==> config.mk <==
export PLATFORM = sky130hd
export DESIGN_NAME = code_lock_top
export DESIGN_NICKNAME = d
export VERILOG_FILES = /design/src/rtl/lock_pkg.sv /design/src/rtl/tone_pkg.sv /design/src/rtl/keypad_decoder.sv /design/src/rtl/lock_controller.sv /design/src/rtl/buzzer_driver.sv /design/src/rtl/code_lock_top.sv
export SDC_FILE = /design/constraint.sdc
export NUM_CORES = 1
export LEC_CHECK = 0
export BUFFER_PORTS_ARGS = -buffer_cell sky130_fd_sc_hd__buf_2
export CELL_PAD_IN_SITES_DETAIL_PLACEMENT = 1
export CELL_PAD_IN_SITES_GLOBAL_PLACEMENT = 1
export CORE_MARGIN = 2
export CORE_UTILIZATION = 52
export CTS_BUF_LIST = sky130_fd_sc_hd__clkbuf_4 sky130_fd_sc_hd__clkbuf_8
export DETAILED_ROUTE_END_ITERATION = 12
export GPL_TIMING_DRIVEN = 0
export PLACE_DENSITY_LB_ADDON = 0.1
export SETUP_SLACK_MARGIN = 0.15
export SYNTH_ARGS = -nofsm -noshare
export SYNTH_HDL_FRONTEND = slang
export SYNTH_SLANG_ARGS = --single-unit
export TNS_END_PERCENT = 20
==> constraint.sdc <==
create_clock -name clk -period 4.6 [get_ports clk]
set_input_delay 0.23 -clock clk [delete_from_list [all_inputs] [get_ports clk]]
set_output_delay 0.23 -clock clk [all_outputs]
set_load 0.03 [all_outputs]
==> src/rtl/lock_pkg.sv <==
`default_nettype none

package lock_pkg;

    // decoded key, digits carry their own value
    typedef enum logic [3:0] {
        KEY_0      = 4'd0,
        KEY_1      = 4'd1,
        KEY_2      = 4'd2,
        KEY_3      = 4'd3,
        KEY_4      = 4'd4,
        KEY_5      = 4'd5,
        KEY_6      = 4'd6,
        KEY_7      = 4'd7,
        KEY_8      = 4'd8,
        KEY_9      = 4'd9,
        KEY_ENTER  = 4'd10,
        KEY_SET    = 4'd11,
        KEY_CLEAR  = 4'd12,  // clear entry and tries, relock when open
        KEY_CANCEL = 4'd13   // clear entry only
    } key_code_t;

    typedef struct packed {
        logic      valid;  // one cycle per press
        key_code_t key;
    } key_event_t;

    typedef enum logic [1:0] {
        ST_ENTRY   = 2'd0,
        ST_OPEN    = 2'd1,
        ST_SET     = 2'd2,
        ST_LOCKOUT = 2'd3
    } lock_state_t;

    typedef logic [3:0] glyph_t;  // 0..9 are digits

    localparam glyph_t GLYPH_A     = 4'hb;
    localparam glyph_t GLYPH_S     = 4'hc;
    localparam glyph_t GLYPH_DASH  = 4'hd;
    localparam glyph_t GLYPH_BLANK = 4'hf;

    typedef struct packed {
        glyph_t hi;
        glyph_t mid;
        glyph_t lo;
    } display_t;

endpackage

`default_nettype wire

==> src/rtl/tone_pkg.sv <==
`default_nettype none

package tone_pkg;

    // buzzer patterns
    typedef enum logic [1:0] {
        TONE_CLICK   = 2'd0,  // short key click
        TONE_SUCCESS = 2'd1,  // long high tone
        TONE_FAIL    = 2'd2   // low double beep
    } tone_kind_t;

    // taken when valid and tone_ready are both high
    typedef struct packed {
        logic       valid;
        tone_kind_t kind;
    } tone_req_t;

endpackage

`default_nettype wire

==> src/rtl/keypad_decoder.sv <==
`timescale 1ns/10ps
`default_nettype none

module keypad_decoder (
    input  logic                 clk,
    input  logic                 rst,
    input  logic [15:0]          keys,
    output lock_pkg::key_event_t key_event
);

    logic [15:0]          prev_keys;  // pattern seen on the last edge
    logic                 key_hit;
    lock_pkg::key_code_t  key_code;

    // only exact one-hot patterns of wired keys count
    always_comb begin
        key_hit  = 1'b1;
        key_code = lock_pkg::KEY_ENTER;
        case (keys)
            16'h0001: key_code = lock_pkg::KEY_ENTER;
            16'h0008: key_code = lock_pkg::KEY_0;
            16'h0010: key_code = lock_pkg::KEY_SET;
            16'h0020: key_code = lock_pkg::KEY_3;
            16'h0040: key_code = lock_pkg::KEY_2;
            16'h0080: key_code = lock_pkg::KEY_1;
            16'h0100: key_code = lock_pkg::KEY_CLEAR;
            16'h0200: key_code = lock_pkg::KEY_6;
            16'h0400: key_code = lock_pkg::KEY_5;
            16'h0800: key_code = lock_pkg::KEY_4;
            16'h1000: key_code = lock_pkg::KEY_CANCEL;
            16'h2000: key_code = lock_pkg::KEY_9;
            16'h8000: key_code = lock_pkg::KEY_7;
            default:  key_hit  = 1'b0;  // unused lines, release, multi-key
        endcase
    end

    always_ff @(posedge clk) begin
        if (rst) begin
            prev_keys       <= '0;
            key_event.valid <= 1'b0;
        end else begin
            prev_keys       <= keys;
            key_event.valid <= key_hit && (keys != prev_keys);  // held key gives no repeat
        end
        key_event.key <= key_code;
    end

endmodule

`default_nettype wire

==> src/rtl/lock_controller.sv <==
`timescale 1ns/10ps
`default_nettype none

module lock_controller #(
    parameter int unsigned SECOND_CYCLES   = 50_000_000,
    parameter int unsigned MAX_TRIES       = 3,
    parameter int unsigned LOCKOUT_SECONDS = 20,
    parameter logic [11:0] DEFAULT_CODE    = 12'h246
) (
    input  logic                  clk,
    input  logic                  rst,
    input  lock_pkg::key_event_t  key_event,
    input  logic                  tone_ready,
    output tone_pkg::tone_req_t   tone_req,
    output lock_pkg::display_t    display,
    output lock_pkg::lock_state_t status,
    output logic [2:0]            tries
);

    localparam int SEC_W = $clog2(SECOND_CYCLES + 1);

    localparam lock_pkg::display_t BLANK_DISP = '{lock_pkg::GLYPH_BLANK,
        lock_pkg::GLYPH_BLANK, lock_pkg::GLYPH_BLANK};
    localparam lock_pkg::display_t DASH_DISP = '{lock_pkg::GLYPH_DASH,
        lock_pkg::GLYPH_DASH, lock_pkg::GLYPH_DASH};
    localparam lock_pkg::display_t PASS_DISP = '{lock_pkg::GLYPH_A,
        lock_pkg::GLYPH_S, lock_pkg::GLYPH_S};
    // countdown start in BCD, hundreds left blank
    localparam lock_pkg::display_t LOCK_DISP = '{lock_pkg::GLYPH_BLANK,
        4'(LOCKOUT_SECONDS / 10), 4'(LOCKOUT_SECONDS % 10)};

    logic [SEC_W-1:0]   sec_cnt;
    logic [1:0]         digit_cnt;  // digits entered so far
    lock_pkg::display_t code;       // stored code
    logic               key_digit;
    logic               sec_tick;
    logic [2:0]         tries_inc;

    assign key_digit = key_event.valid && (key_event.key <= lock_pkg::KEY_9);
    assign sec_tick  = (sec_cnt == SEC_W'(SECOND_CYCLES - 1));
    assign tries_inc = tries + 3'd1;

    always_ff @(posedge clk) begin
        if (rst) begin
            status    <= lock_pkg::ST_ENTRY;
            display   <= BLANK_DISP;
            tries     <= '0;
            digit_cnt <= '0;
            sec_cnt   <= '0;
            code      <= DEFAULT_CODE;
            tone_req  <= '0;
        end else begin
            if (tone_req.valid && tone_ready)
                tone_req.valid <= 1'b0;  // buzzer took it
            case (status)
                lock_pkg::ST_ENTRY, lock_pkg::ST_SET: begin
                    if (key_digit && digit_cnt != 2'd3) begin
                        display   <= '{display.mid, display.lo,
                                       lock_pkg::glyph_t'(key_event.key)};
                        digit_cnt <= digit_cnt + 2'd1;
                        tone_req  <= '{1'b1, tone_pkg::TONE_CLICK};
                    end else if (key_event.valid) begin
                        case (key_event.key)
                            lock_pkg::KEY_ENTER: begin
                                if (digit_cnt == 2'd3) begin
                                    digit_cnt <= '0;
                                    if (status == lock_pkg::ST_SET) begin
                                        code     <= display;  // new code
                                        status   <= lock_pkg::ST_ENTRY;
                                        display  <= BLANK_DISP;
                                        tone_req <= '{1'b1, tone_pkg::TONE_SUCCESS};
                                    end else if (display == code) begin
                                        status   <= lock_pkg::ST_OPEN;
                                        display  <= PASS_DISP;
                                        tone_req <= '{1'b1, tone_pkg::TONE_SUCCESS};
                                    end else begin
                                        tries    <= tries_inc;
                                        tone_req <= '{1'b1, tone_pkg::TONE_FAIL};
                                        if (tries_inc == 3'(MAX_TRIES)) begin
                                            status  <= lock_pkg::ST_LOCKOUT;
                                            display <= LOCK_DISP;
                                            sec_cnt <= '0;
                                        end else begin
                                            display <= BLANK_DISP;
                                        end
                                    end
                                end
                            end
                            lock_pkg::KEY_CANCEL: begin
                                display   <= BLANK_DISP;
                                digit_cnt <= '0;
                            end
                            lock_pkg::KEY_CLEAR: begin
                                display   <= BLANK_DISP;
                                digit_cnt <= '0;
                                status    <= lock_pkg::ST_ENTRY;  // relock from set
                                if (status == lock_pkg::ST_ENTRY)
                                    tries <= '0;
                            end
                            default: ;  // fourth digit, set
                        endcase
                    end
                end
                lock_pkg::ST_OPEN: begin
                    if (key_event.valid && key_event.key == lock_pkg::KEY_SET) begin
                        status    <= lock_pkg::ST_SET;
                        display   <= DASH_DISP;
                        digit_cnt <= '0;
                    end else if (key_event.valid && key_event.key == lock_pkg::KEY_CLEAR) begin
                        status    <= lock_pkg::ST_ENTRY;
                        display   <= BLANK_DISP;
                        digit_cnt <= '0;
                    end
                end
                lock_pkg::ST_LOCKOUT: begin  // keys ignored here
                    if (sec_tick) begin
                        sec_cnt <= '0;
                        if (display.mid == 4'd0 && display.lo == 4'd0) begin
                            status  <= lock_pkg::ST_ENTRY;
                            display <= BLANK_DISP;
                            tries   <= '0;
                        end else if (display.lo == 4'd0) begin
                            display.mid <= display.mid - 4'd1;  // BCD borrow
                            display.lo  <= 4'd9;
                        end else begin
                            display.lo <= display.lo - 4'd1;
                        end
                    end else begin
                        sec_cnt <= sec_cnt + 1'b1;
                    end
                end
            endcase
        end
    end

endmodule

`default_nettype wire

==> src/rtl/buzzer_driver.sv <==
`timescale 1ns/10ps
`default_nettype none

module buzzer_driver #(
    parameter int unsigned CLICK_HALF   = 50_000,
    parameter int unsigned CLICK_LEN    = 10_000_000,
    parameter int unsigned SUCCESS_HALF = 25_000,
    parameter int unsigned SUCCESS_LEN  = 30_000_000,
    parameter int unsigned FAIL_HALF    = 100_000,
    parameter int unsigned FAIL_LEN     = 15_000_000
) (
    input  logic                clk,
    input  logic                rst,
    input  tone_pkg::tone_req_t tone_req,
    output logic                tone_ready,
    output logic                buzzer
);

    localparam int unsigned LEN_MAX  = (CLICK_LEN > SUCCESS_LEN) ?
        ((CLICK_LEN > FAIL_LEN) ? CLICK_LEN : FAIL_LEN) :
        ((SUCCESS_LEN > FAIL_LEN) ? SUCCESS_LEN : FAIL_LEN);
    localparam int unsigned HALF_MAX = (CLICK_HALF > SUCCESS_HALF) ?
        ((CLICK_HALF > FAIL_HALF) ? CLICK_HALF : FAIL_HALF) :
        ((SUCCESS_HALF > FAIL_HALF) ? SUCCESS_HALF : FAIL_HALF);
    localparam int LEN_W  = $clog2(LEN_MAX + 1);
    localparam int HALF_W = $clog2(HALF_MAX + 1);

    logic                 busy;
    logic                 phase;     // square wave level
    logic                 accept;
    logic                 gap;       // silent middle third of fail
    tone_pkg::tone_kind_t kind;
    logic [LEN_W-1:0]     len_cnt;
    logic [LEN_W-1:0]     len_lim;
    logic [HALF_W-1:0]    half_cnt;
    logic [HALF_W-1:0]    half_lim;

    assign tone_ready = !busy;
    assign accept     = tone_req.valid && tone_ready;
    assign gap        = (kind == tone_pkg::TONE_FAIL) && (len_cnt >= LEN_W'(FAIL_LEN / 3))
                        && (len_cnt < LEN_W'(2 * FAIL_LEN / 3));
    assign buzzer     = busy && phase && !gap;

    always_ff @(posedge clk) begin
        if (rst) begin
            busy  <= 1'b0;
            phase <= 1'b0;
        end else if (accept) begin
            busy  <= 1'b1;
            phase <= 1'b1;  // rises on the next cycle
        end else if (busy) begin
            if (len_cnt == len_lim - 1'b1)
                busy <= 1'b0;
            if (half_cnt == half_lim - 1'b1)
                phase <= !phase;
        end
    end

    always_ff @(posedge clk) begin
        if (accept) begin
            kind     <= tone_req.kind;
            len_cnt  <= '0;
            half_cnt <= '0;
            case (tone_req.kind)
                tone_pkg::TONE_CLICK: begin
                    len_lim  <= LEN_W'(CLICK_LEN);
                    half_lim <= HALF_W'(CLICK_HALF);
                end
                tone_pkg::TONE_SUCCESS: begin
                    len_lim  <= LEN_W'(SUCCESS_LEN);
                    half_lim <= HALF_W'(SUCCESS_HALF);
                end
                default: begin
                    len_lim  <= LEN_W'(FAIL_LEN);
                    half_lim <= HALF_W'(FAIL_HALF);
                end
            endcase
        end else begin
            len_cnt  <= len_cnt + 1'b1;
            half_cnt <= (half_cnt == half_lim - 1'b1) ? '0 : half_cnt + 1'b1;
        end
    end

endmodule

`default_nettype wire

==> src/rtl/code_lock_top.sv <==
`timescale 1ns/10ps
`default_nettype none

module code_lock_top #(
    parameter int unsigned SECOND_CYCLES   = 50_000_000,  // 1 s at 50 MHz
    parameter int unsigned MAX_TRIES       = 3,
    parameter int unsigned LOCKOUT_SECONDS = 20,
    parameter logic [11:0] DEFAULT_CODE    = 12'h246,
    parameter int unsigned CLICK_HALF      = 50_000,      // 500 Hz
    parameter int unsigned CLICK_LEN       = 10_000_000,
    parameter int unsigned SUCCESS_HALF    = 25_000,      // 1 kHz
    parameter int unsigned SUCCESS_LEN     = 30_000_000,
    parameter int unsigned FAIL_HALF       = 100_000,     // 250 Hz
    parameter int unsigned FAIL_LEN        = 15_000_000
) (
    input  logic                  clk,
    input  logic                  rst,
    input  logic [15:0]           keys,
    output lock_pkg::display_t    display,
    output lock_pkg::lock_state_t status,
    output logic [2:0]            tries,
    output logic                  buzzer
);

    lock_pkg::key_event_t key_event;
    tone_pkg::tone_req_t  tone_req;
    logic                 tone_ready;

    keypad_decoder u_keypad_decoder (
        .clk       (clk),
        .rst       (rst),
        .keys      (keys),
        .key_event (key_event)
    );

    lock_controller #(
        .SECOND_CYCLES   (SECOND_CYCLES),
        .MAX_TRIES       (MAX_TRIES),
        .LOCKOUT_SECONDS (LOCKOUT_SECONDS),
        .DEFAULT_CODE    (DEFAULT_CODE)
    ) u_lock_controller (
        .clk        (clk),
        .rst        (rst),
        .key_event  (key_event),
        .tone_ready (tone_ready),
        .tone_req   (tone_req),
        .display    (display),
        .status     (status),
        .tries      (tries)
    );

    buzzer_driver #(
        .CLICK_HALF   (CLICK_HALF),
        .CLICK_LEN    (CLICK_LEN),
        .SUCCESS_HALF (SUCCESS_HALF),
        .SUCCESS_LEN  (SUCCESS_LEN),
        .FAIL_HALF    (FAIL_HALF),
        .FAIL_LEN     (FAIL_LEN)
    ) u_buzzer_driver (
        .clk        (clk),
        .rst        (rst),
        .tone_req   (tone_req),
        .tone_ready (tone_ready),
        .buzzer     (buzzer)
    );

endmodule

`default_nettype wire

# == Word level (Yosys, flattened, before mapping) ==
# Index checks and enable logic that the tools add are counted.
# op_classes
muxes,70
eq_ne,50
order_cmp,3
bitwise,1
reduce_logical,39
add_sub_neg,9
# ops
cell,count
$mux 26,8
$mux 12,8
$pmux 26 s2,1
$pmux 25 s2,1
$pmux 4 s12,1
$mux 3,14
$pmux 12 s3,1
$pmux 17 s2,1
$mux 2,15
$add 26x1->26 const B,1
$eq 26x26->1 const B,1
$add 25x1->25 const B,1
$eq 25x25->1,1
$ge 25x23->1 const B,1
$lt 25x24->1 const B,1
$sub 25x1->25 const B,1
$pmux 12 s2,1
$reduce_and 6->1,3
$add 17x1->17 const B,1
$eq 17x17->1,1
$sub 17x1->17 const B,1
$eq 16x1->1 const B,1
$eq 16x10->1 const B,1
$eq 16x11->1 const B,1
47 further kinds,105
# word_totals
in_bits,18
output_inout_bits,18
ff_bits,169
word_cells,194

# == Longest topological paths before layout ==
# depth
word_depth,10
ltp_mapped,10
depth_no_buf,8

# == Cells and area by module ==
# A second synthesis with hierarchy kept.
# hier_totals
hier_cells,889
area_unflattened_um2,7448.4
# by_module_without_submodules
mod,instances,cells_per_inst,area_each_um2,seq_area_each_um2
lock_controller,1,430,3459.6,1201.2
buzzer_driver,1,331,2785.2,1121.1
keypad_decoder,1,128,1203.7,420.4

# == Worst setup path after synthesis ==
# No wires, ideal clock.
# synth_path
path_kind,register to register
start,register u_buzzer_driver.len_lim[16] (netlist name)
end,register u_buzzer_driver.half_cnt[12]
t_required_ns,4.485
arrival_ns,2.282
path_buffers,2
setup_slack_ns,2.203
period_less_slack_ns,2.397
stages_incl_launch_ff,11
setup_ns,0.115
cell_sequence,edfxtp_1 > buf_6 > inv_1 > ha_1 > nor2b_1 > nand2_1 > xnor2_1 > o311a_1 > o41ai_4 > buf_6 > nor2_1
# synth_rtl
element,line,source
to (signal assigned),buzzer_driver.sv:80,half_cnt <= (half_cnt == half_lim - 1'b1) ? '0 : half_cnt + 1'b1;
to (decl),buzzer_driver.sv:35,logic [HALF_W-1:0] half_cnt;

# == Final worst setup path ==
# layout_path
start,register u_lock_controller.display[2] (netlist name)
end,register u_lock_controller.sec_cnt[17]
# layout_between
elab_chain_len,3
# layout_lines
element,line,source
$eq 12x12->1,lock_controller.sv:72,end else if (display == code) begin
$ne 2x2->1 (no line),n/a,
$reduce_and 8->1 (no line),n/a,
to (signal assigned),lock_controller.sv:129,sec_cnt <= sec_cnt + 1'b1;
to (decl),lock_controller.sv:32,logic [SEC_W-1:0] sec_cnt;
# No other way between the ends.
# A chain may end at the register's enable or synchronous reset.

==> flow_summary.yaml <==
routing:
  vias: 6814
  wl_microns: 21800
  drtIter0Drc: 416
  remaining_drc_errors: 0
  routed_via_density: 6.04
  routedWlPerCell_microns: 19.3
  ant_nets: 0
  drt_first_pass_iters: 8
clock_tree:
  cts_sinks: 133
  clock_latency_ns: 0.46
  cts_tree: "done"
  hold_buffers: 0
  cts.reportedPaths.clkPinSlew_ns: 0.08
  cts.path.max_buffers: 2
  cts_resized: 0
  htree_levels: 4
  postCtsSetupBuffers: 0
  cts_root_buf: "clkbuf_8"
  cts_buffers: 17
timing:
  fin_crit_sh: 0.718
  worstMarginPinSlew_ns: 1.20
  fmax_mhz: 303
  clock_skew_ns: 0.0164
  post-route-min-period_ns: 3.30
  slew_viol_final: 0
  setup_ws_ns: 1.30
  rsz0062_at_grt: "false"
  fin_tns_setup_ns: 0
  hold_violations: 0
  maxSlewHeadroom: 0.186
  hold_slack_ns: 0.0388
  setup_viol: 0
floorplan:
  dieWidth_microns: 122
  dieArea_sq_mm: 0.0149
  io_pins: 36
  die_h_microns: 122
  core_sq_mm: 0.0137
  start_util: 0.528
  num_rows: 43
synthesis:
  synth_enable_flop_cells: 8
  syn_inst: 890
  avgSynthCellArea_sq_um: 8.14
  synth_top_area_share: 0.345
  yosysTopAreaCell: "dfxtp_1"
  synthDistinctLibCells: 69
  yosys_register_bits: 133
  yosysWarnings: 0
  synth-main-ff-cell: "dfxtp_1"
  syn_nets: 918
  netlist_area_sq_mm: 0.00725
  seq_area_frac_synth: 0.379
  netlist_top_cells_area: "dfxtp_1 (35%), xor2_1 (7.1%), nor2_1 (6.2%)"
  async_flop_share: 0
cells_and_area:
  regArea_sq_mm: 0.00274
  layout.nets: 963
  layoutNonFillerInstCount: 1128
  drive_gt1_frac: 0.0812
  n_fill_cell: 1723
  diodes: 0
  area_growth_pct: 11.3
  post-route-cell-area_sq_mm: 0.00806
  multi_input_area_sq_mm: 0.00415
worst_hold_path:
  hp-start: "keys[1]"
  min_delay_worst_endpoint: "u_keypad_decoder.prev_keys[1]"
  min_path_type: "in2reg"
  hold_path_depth: 2
critical_path:
  cp_cell_sequence: "clkbuf_1, xor2_1, nor4_1, nand4_1, a21oi_1, nor2_1, buf_2, nor2_1"
  critPathKind: "reg2reg"
  critPathMostFrequentCell: "nor2_1"
  setup.worst_path.end_class: "register"
  crit_arrival_ns: 3.69
  regToRegSetupSlack_ns: 1.30
  crit_path_start_kind: "register"
  required_ns: 4.99
  max_stage_delay_ns: 0.80
  r2r_end: "u_lock_controller.sec_cnt[17]"
  cp_slowest_cell: "nor4_1"
  timing.rr.start: "u_lock_controller.display[2]"
  rr_worst_depth: 8
  path_max_fanout: 10
place:
  placed_area_sq_mm: 0.00760
  place.gp.congestion: 0.898
  dp_cells: 1096
  io_buffers: 26
  pre_cts_ws_ns: 1.46
  post-dp-hpwl_microns: 15400
global_route:
  grt_pass1_wl_microns: 35000
  grt_usage: 0.299
  grt_pass1_vias: 7135
  antenna_found_initial: 0
  grt_overflow: 0
  grt_max_degree: 18
job:
  cap_violations: 0
power:
  leakagePower_nw: 2.98
  power.density_mw_per_mm2: 365
  ir_drop_v: 0.000208
outcome:
  outcome: "complete, no violations"
==> how the worst max path moves through the flow <==
stage | start | slack, ns | to | cells past startpoint
3_3_place_gp | u_lock_controller.display[0] | 1.54 | u_lock_controller.sec_cnt[22] | 7
3_5_place_dp | u_lock_controller.display[0] | 1.46 | u_lock_controller.sec_cnt[22] | 7
6_report | u_lock_controller.display[2] | 1.30 | u_lock_controller.sec_cnt[17] | 8
2_1_floorplan | u_buzzer_driver.len_lim[16] | 2.20 | u_buzzer_driver.half_cnt[12] | 10
5_1_grt | u_lock_controller.display[2] | 1.15 | u_lock_controller.sec_cnt[22] | 8
4_1_cts | u_lock_controller.display[2] | 1.40 | u_lock_controller.sec_cnt[17] | 8
==> final cells by class <==
cell class,instances,area share
multi-input cells,671,0.515
flip-flops and latches,133,0.340
clock buffers,21,0.0359
plain buffers,53,0.0282
well taps,180,0.0279
clock inverters,11,0.0213
repair buffers,26,0.0161
inverters,33,0.0154
==> per-layer routing <==
metal	vias up	share of wire	track usage
met5	-	0	0
met4	0	0.031	0.136
met3	53	0.036	0.0543
met2	172	0.52	0.554
met1	3353	0.42	0.331
li1	3236	-	-
==> where the power goes <==
group / internal, mW / switching (mW)
Combinational: 0.170 / 0.219
Clock: 0.650 / 0.484
Sequential: 1.27 / 0.143
Total: 2.09 / 0.845
==> cells by family (layout without fill, tap and decap cells) <==
family,after synthesis,after routing,share of synthesized area
flops,133,133,0.379
xor+xnor,100,100,0.121
simple gates,405,405,0.285
buf+inv,86,144,0.0485
mux,8,8,0.0111
compound gates,148,148,0.139
fa+ha+maj,10,10,0.0173
==> flip-flops by register name, indices dropped and copies added, names as in the netlist <==
name,cells
u_lock_controller.tone_req,3
u_buzzer_driver.kind,2
u_keypad_decoder.key_event,5
u_lock_controller.sec_cnt,26
u_buzzer_driver.len_lim,5
u_lock_controller.digit_cnt,2
u_buzzer_driver.busy,1
u_buzzer_driver.half_cnt,17
u_lock_controller.display,12
u_keypad_decoder.prev_keys,16
u_lock_controller.code,12
u_buzzer_driver.phase,1
u_buzzer_driver.len_cnt,25
u_lock_controller.tries,3
u_buzzer_driver.half_lim,1
u_lock_controller.status,2
==> worst max-delay path, delay by kind of cell, from the launching register on <==
family | cells | cell delay [ns]
compound gates | 1 | 0.61
simple gates | 4 | 1.51
xor+xnor | 1 | 0.12
flops | 1 | 0.33
buf+inv | 2 | 0.66
==> cells in the final DEF (no fill, tap or decap), types with 27 or more instances in the layout <==
cell type    n
clkbuf_1    41
nand2_1     65
a21oi_1     44
nor2_1     119
nor2b_1     28
xor2_1      59
xnor2_1     41
inv_1       33
dfxtp_1    125
buf_2       31
nand3_1     54
o21ai_0     27
==> per-stage QoR <==
step | total power, mW | utilization
final | 2.94 | 0.588
after global routing | 3.07 | 0.588
after CTS | 2.95 | 0.588
after detailed placement | 1.81 | 0.554
after global placement | 1.77 | 0.554
after floorplan | 1.69 | -
==> synthesized netlist by cell type (4+ instances only) <==
| cell | number |
|---|---|
| a311oi_1 | 6 |
| o211a_1 | 4 |
| nand4_1 | 25 |
| xnor2_1 | 41 |
| o31ai_1 | 6 |
| a211oi_1 | 7 |
| inv_1 | 33 |
| nor2_1 | 119 |
| buf_2 | 5 |
| nor3_1 | 22 |
| and4_1 | 5 |
| dfxtp_1 | 125 |
| nand3_1 | 54 |
| nand2b_1 | 6 |
| a22oi_1 | 5 |
| nor3b_1 | 4 |
| nor4_1 | 25 |
| or4_1 | 11 |
| mux2i_1 | 8 |
| or2_2 | 4 |
| clkbuf_1 | 41 |
| a31oi_1 | 7 |
| nand2_1 | 65 |
| or3_1 | 8 |
| and2_1 | 6 |
| xor2_1 | 59 |
| buf_1 | 4 |
| o211ai_1 | 5 |
| nor2b_1 | 28 |
| edfxtp_1 | 8 |
| ha_1 | 10 |
| nor4b_1 | 4 |
| o21ai_0 | 27 |
| a21oi_1 | 44 |
| and3_1 | 9 |
(Power assumes the default switching activity.)
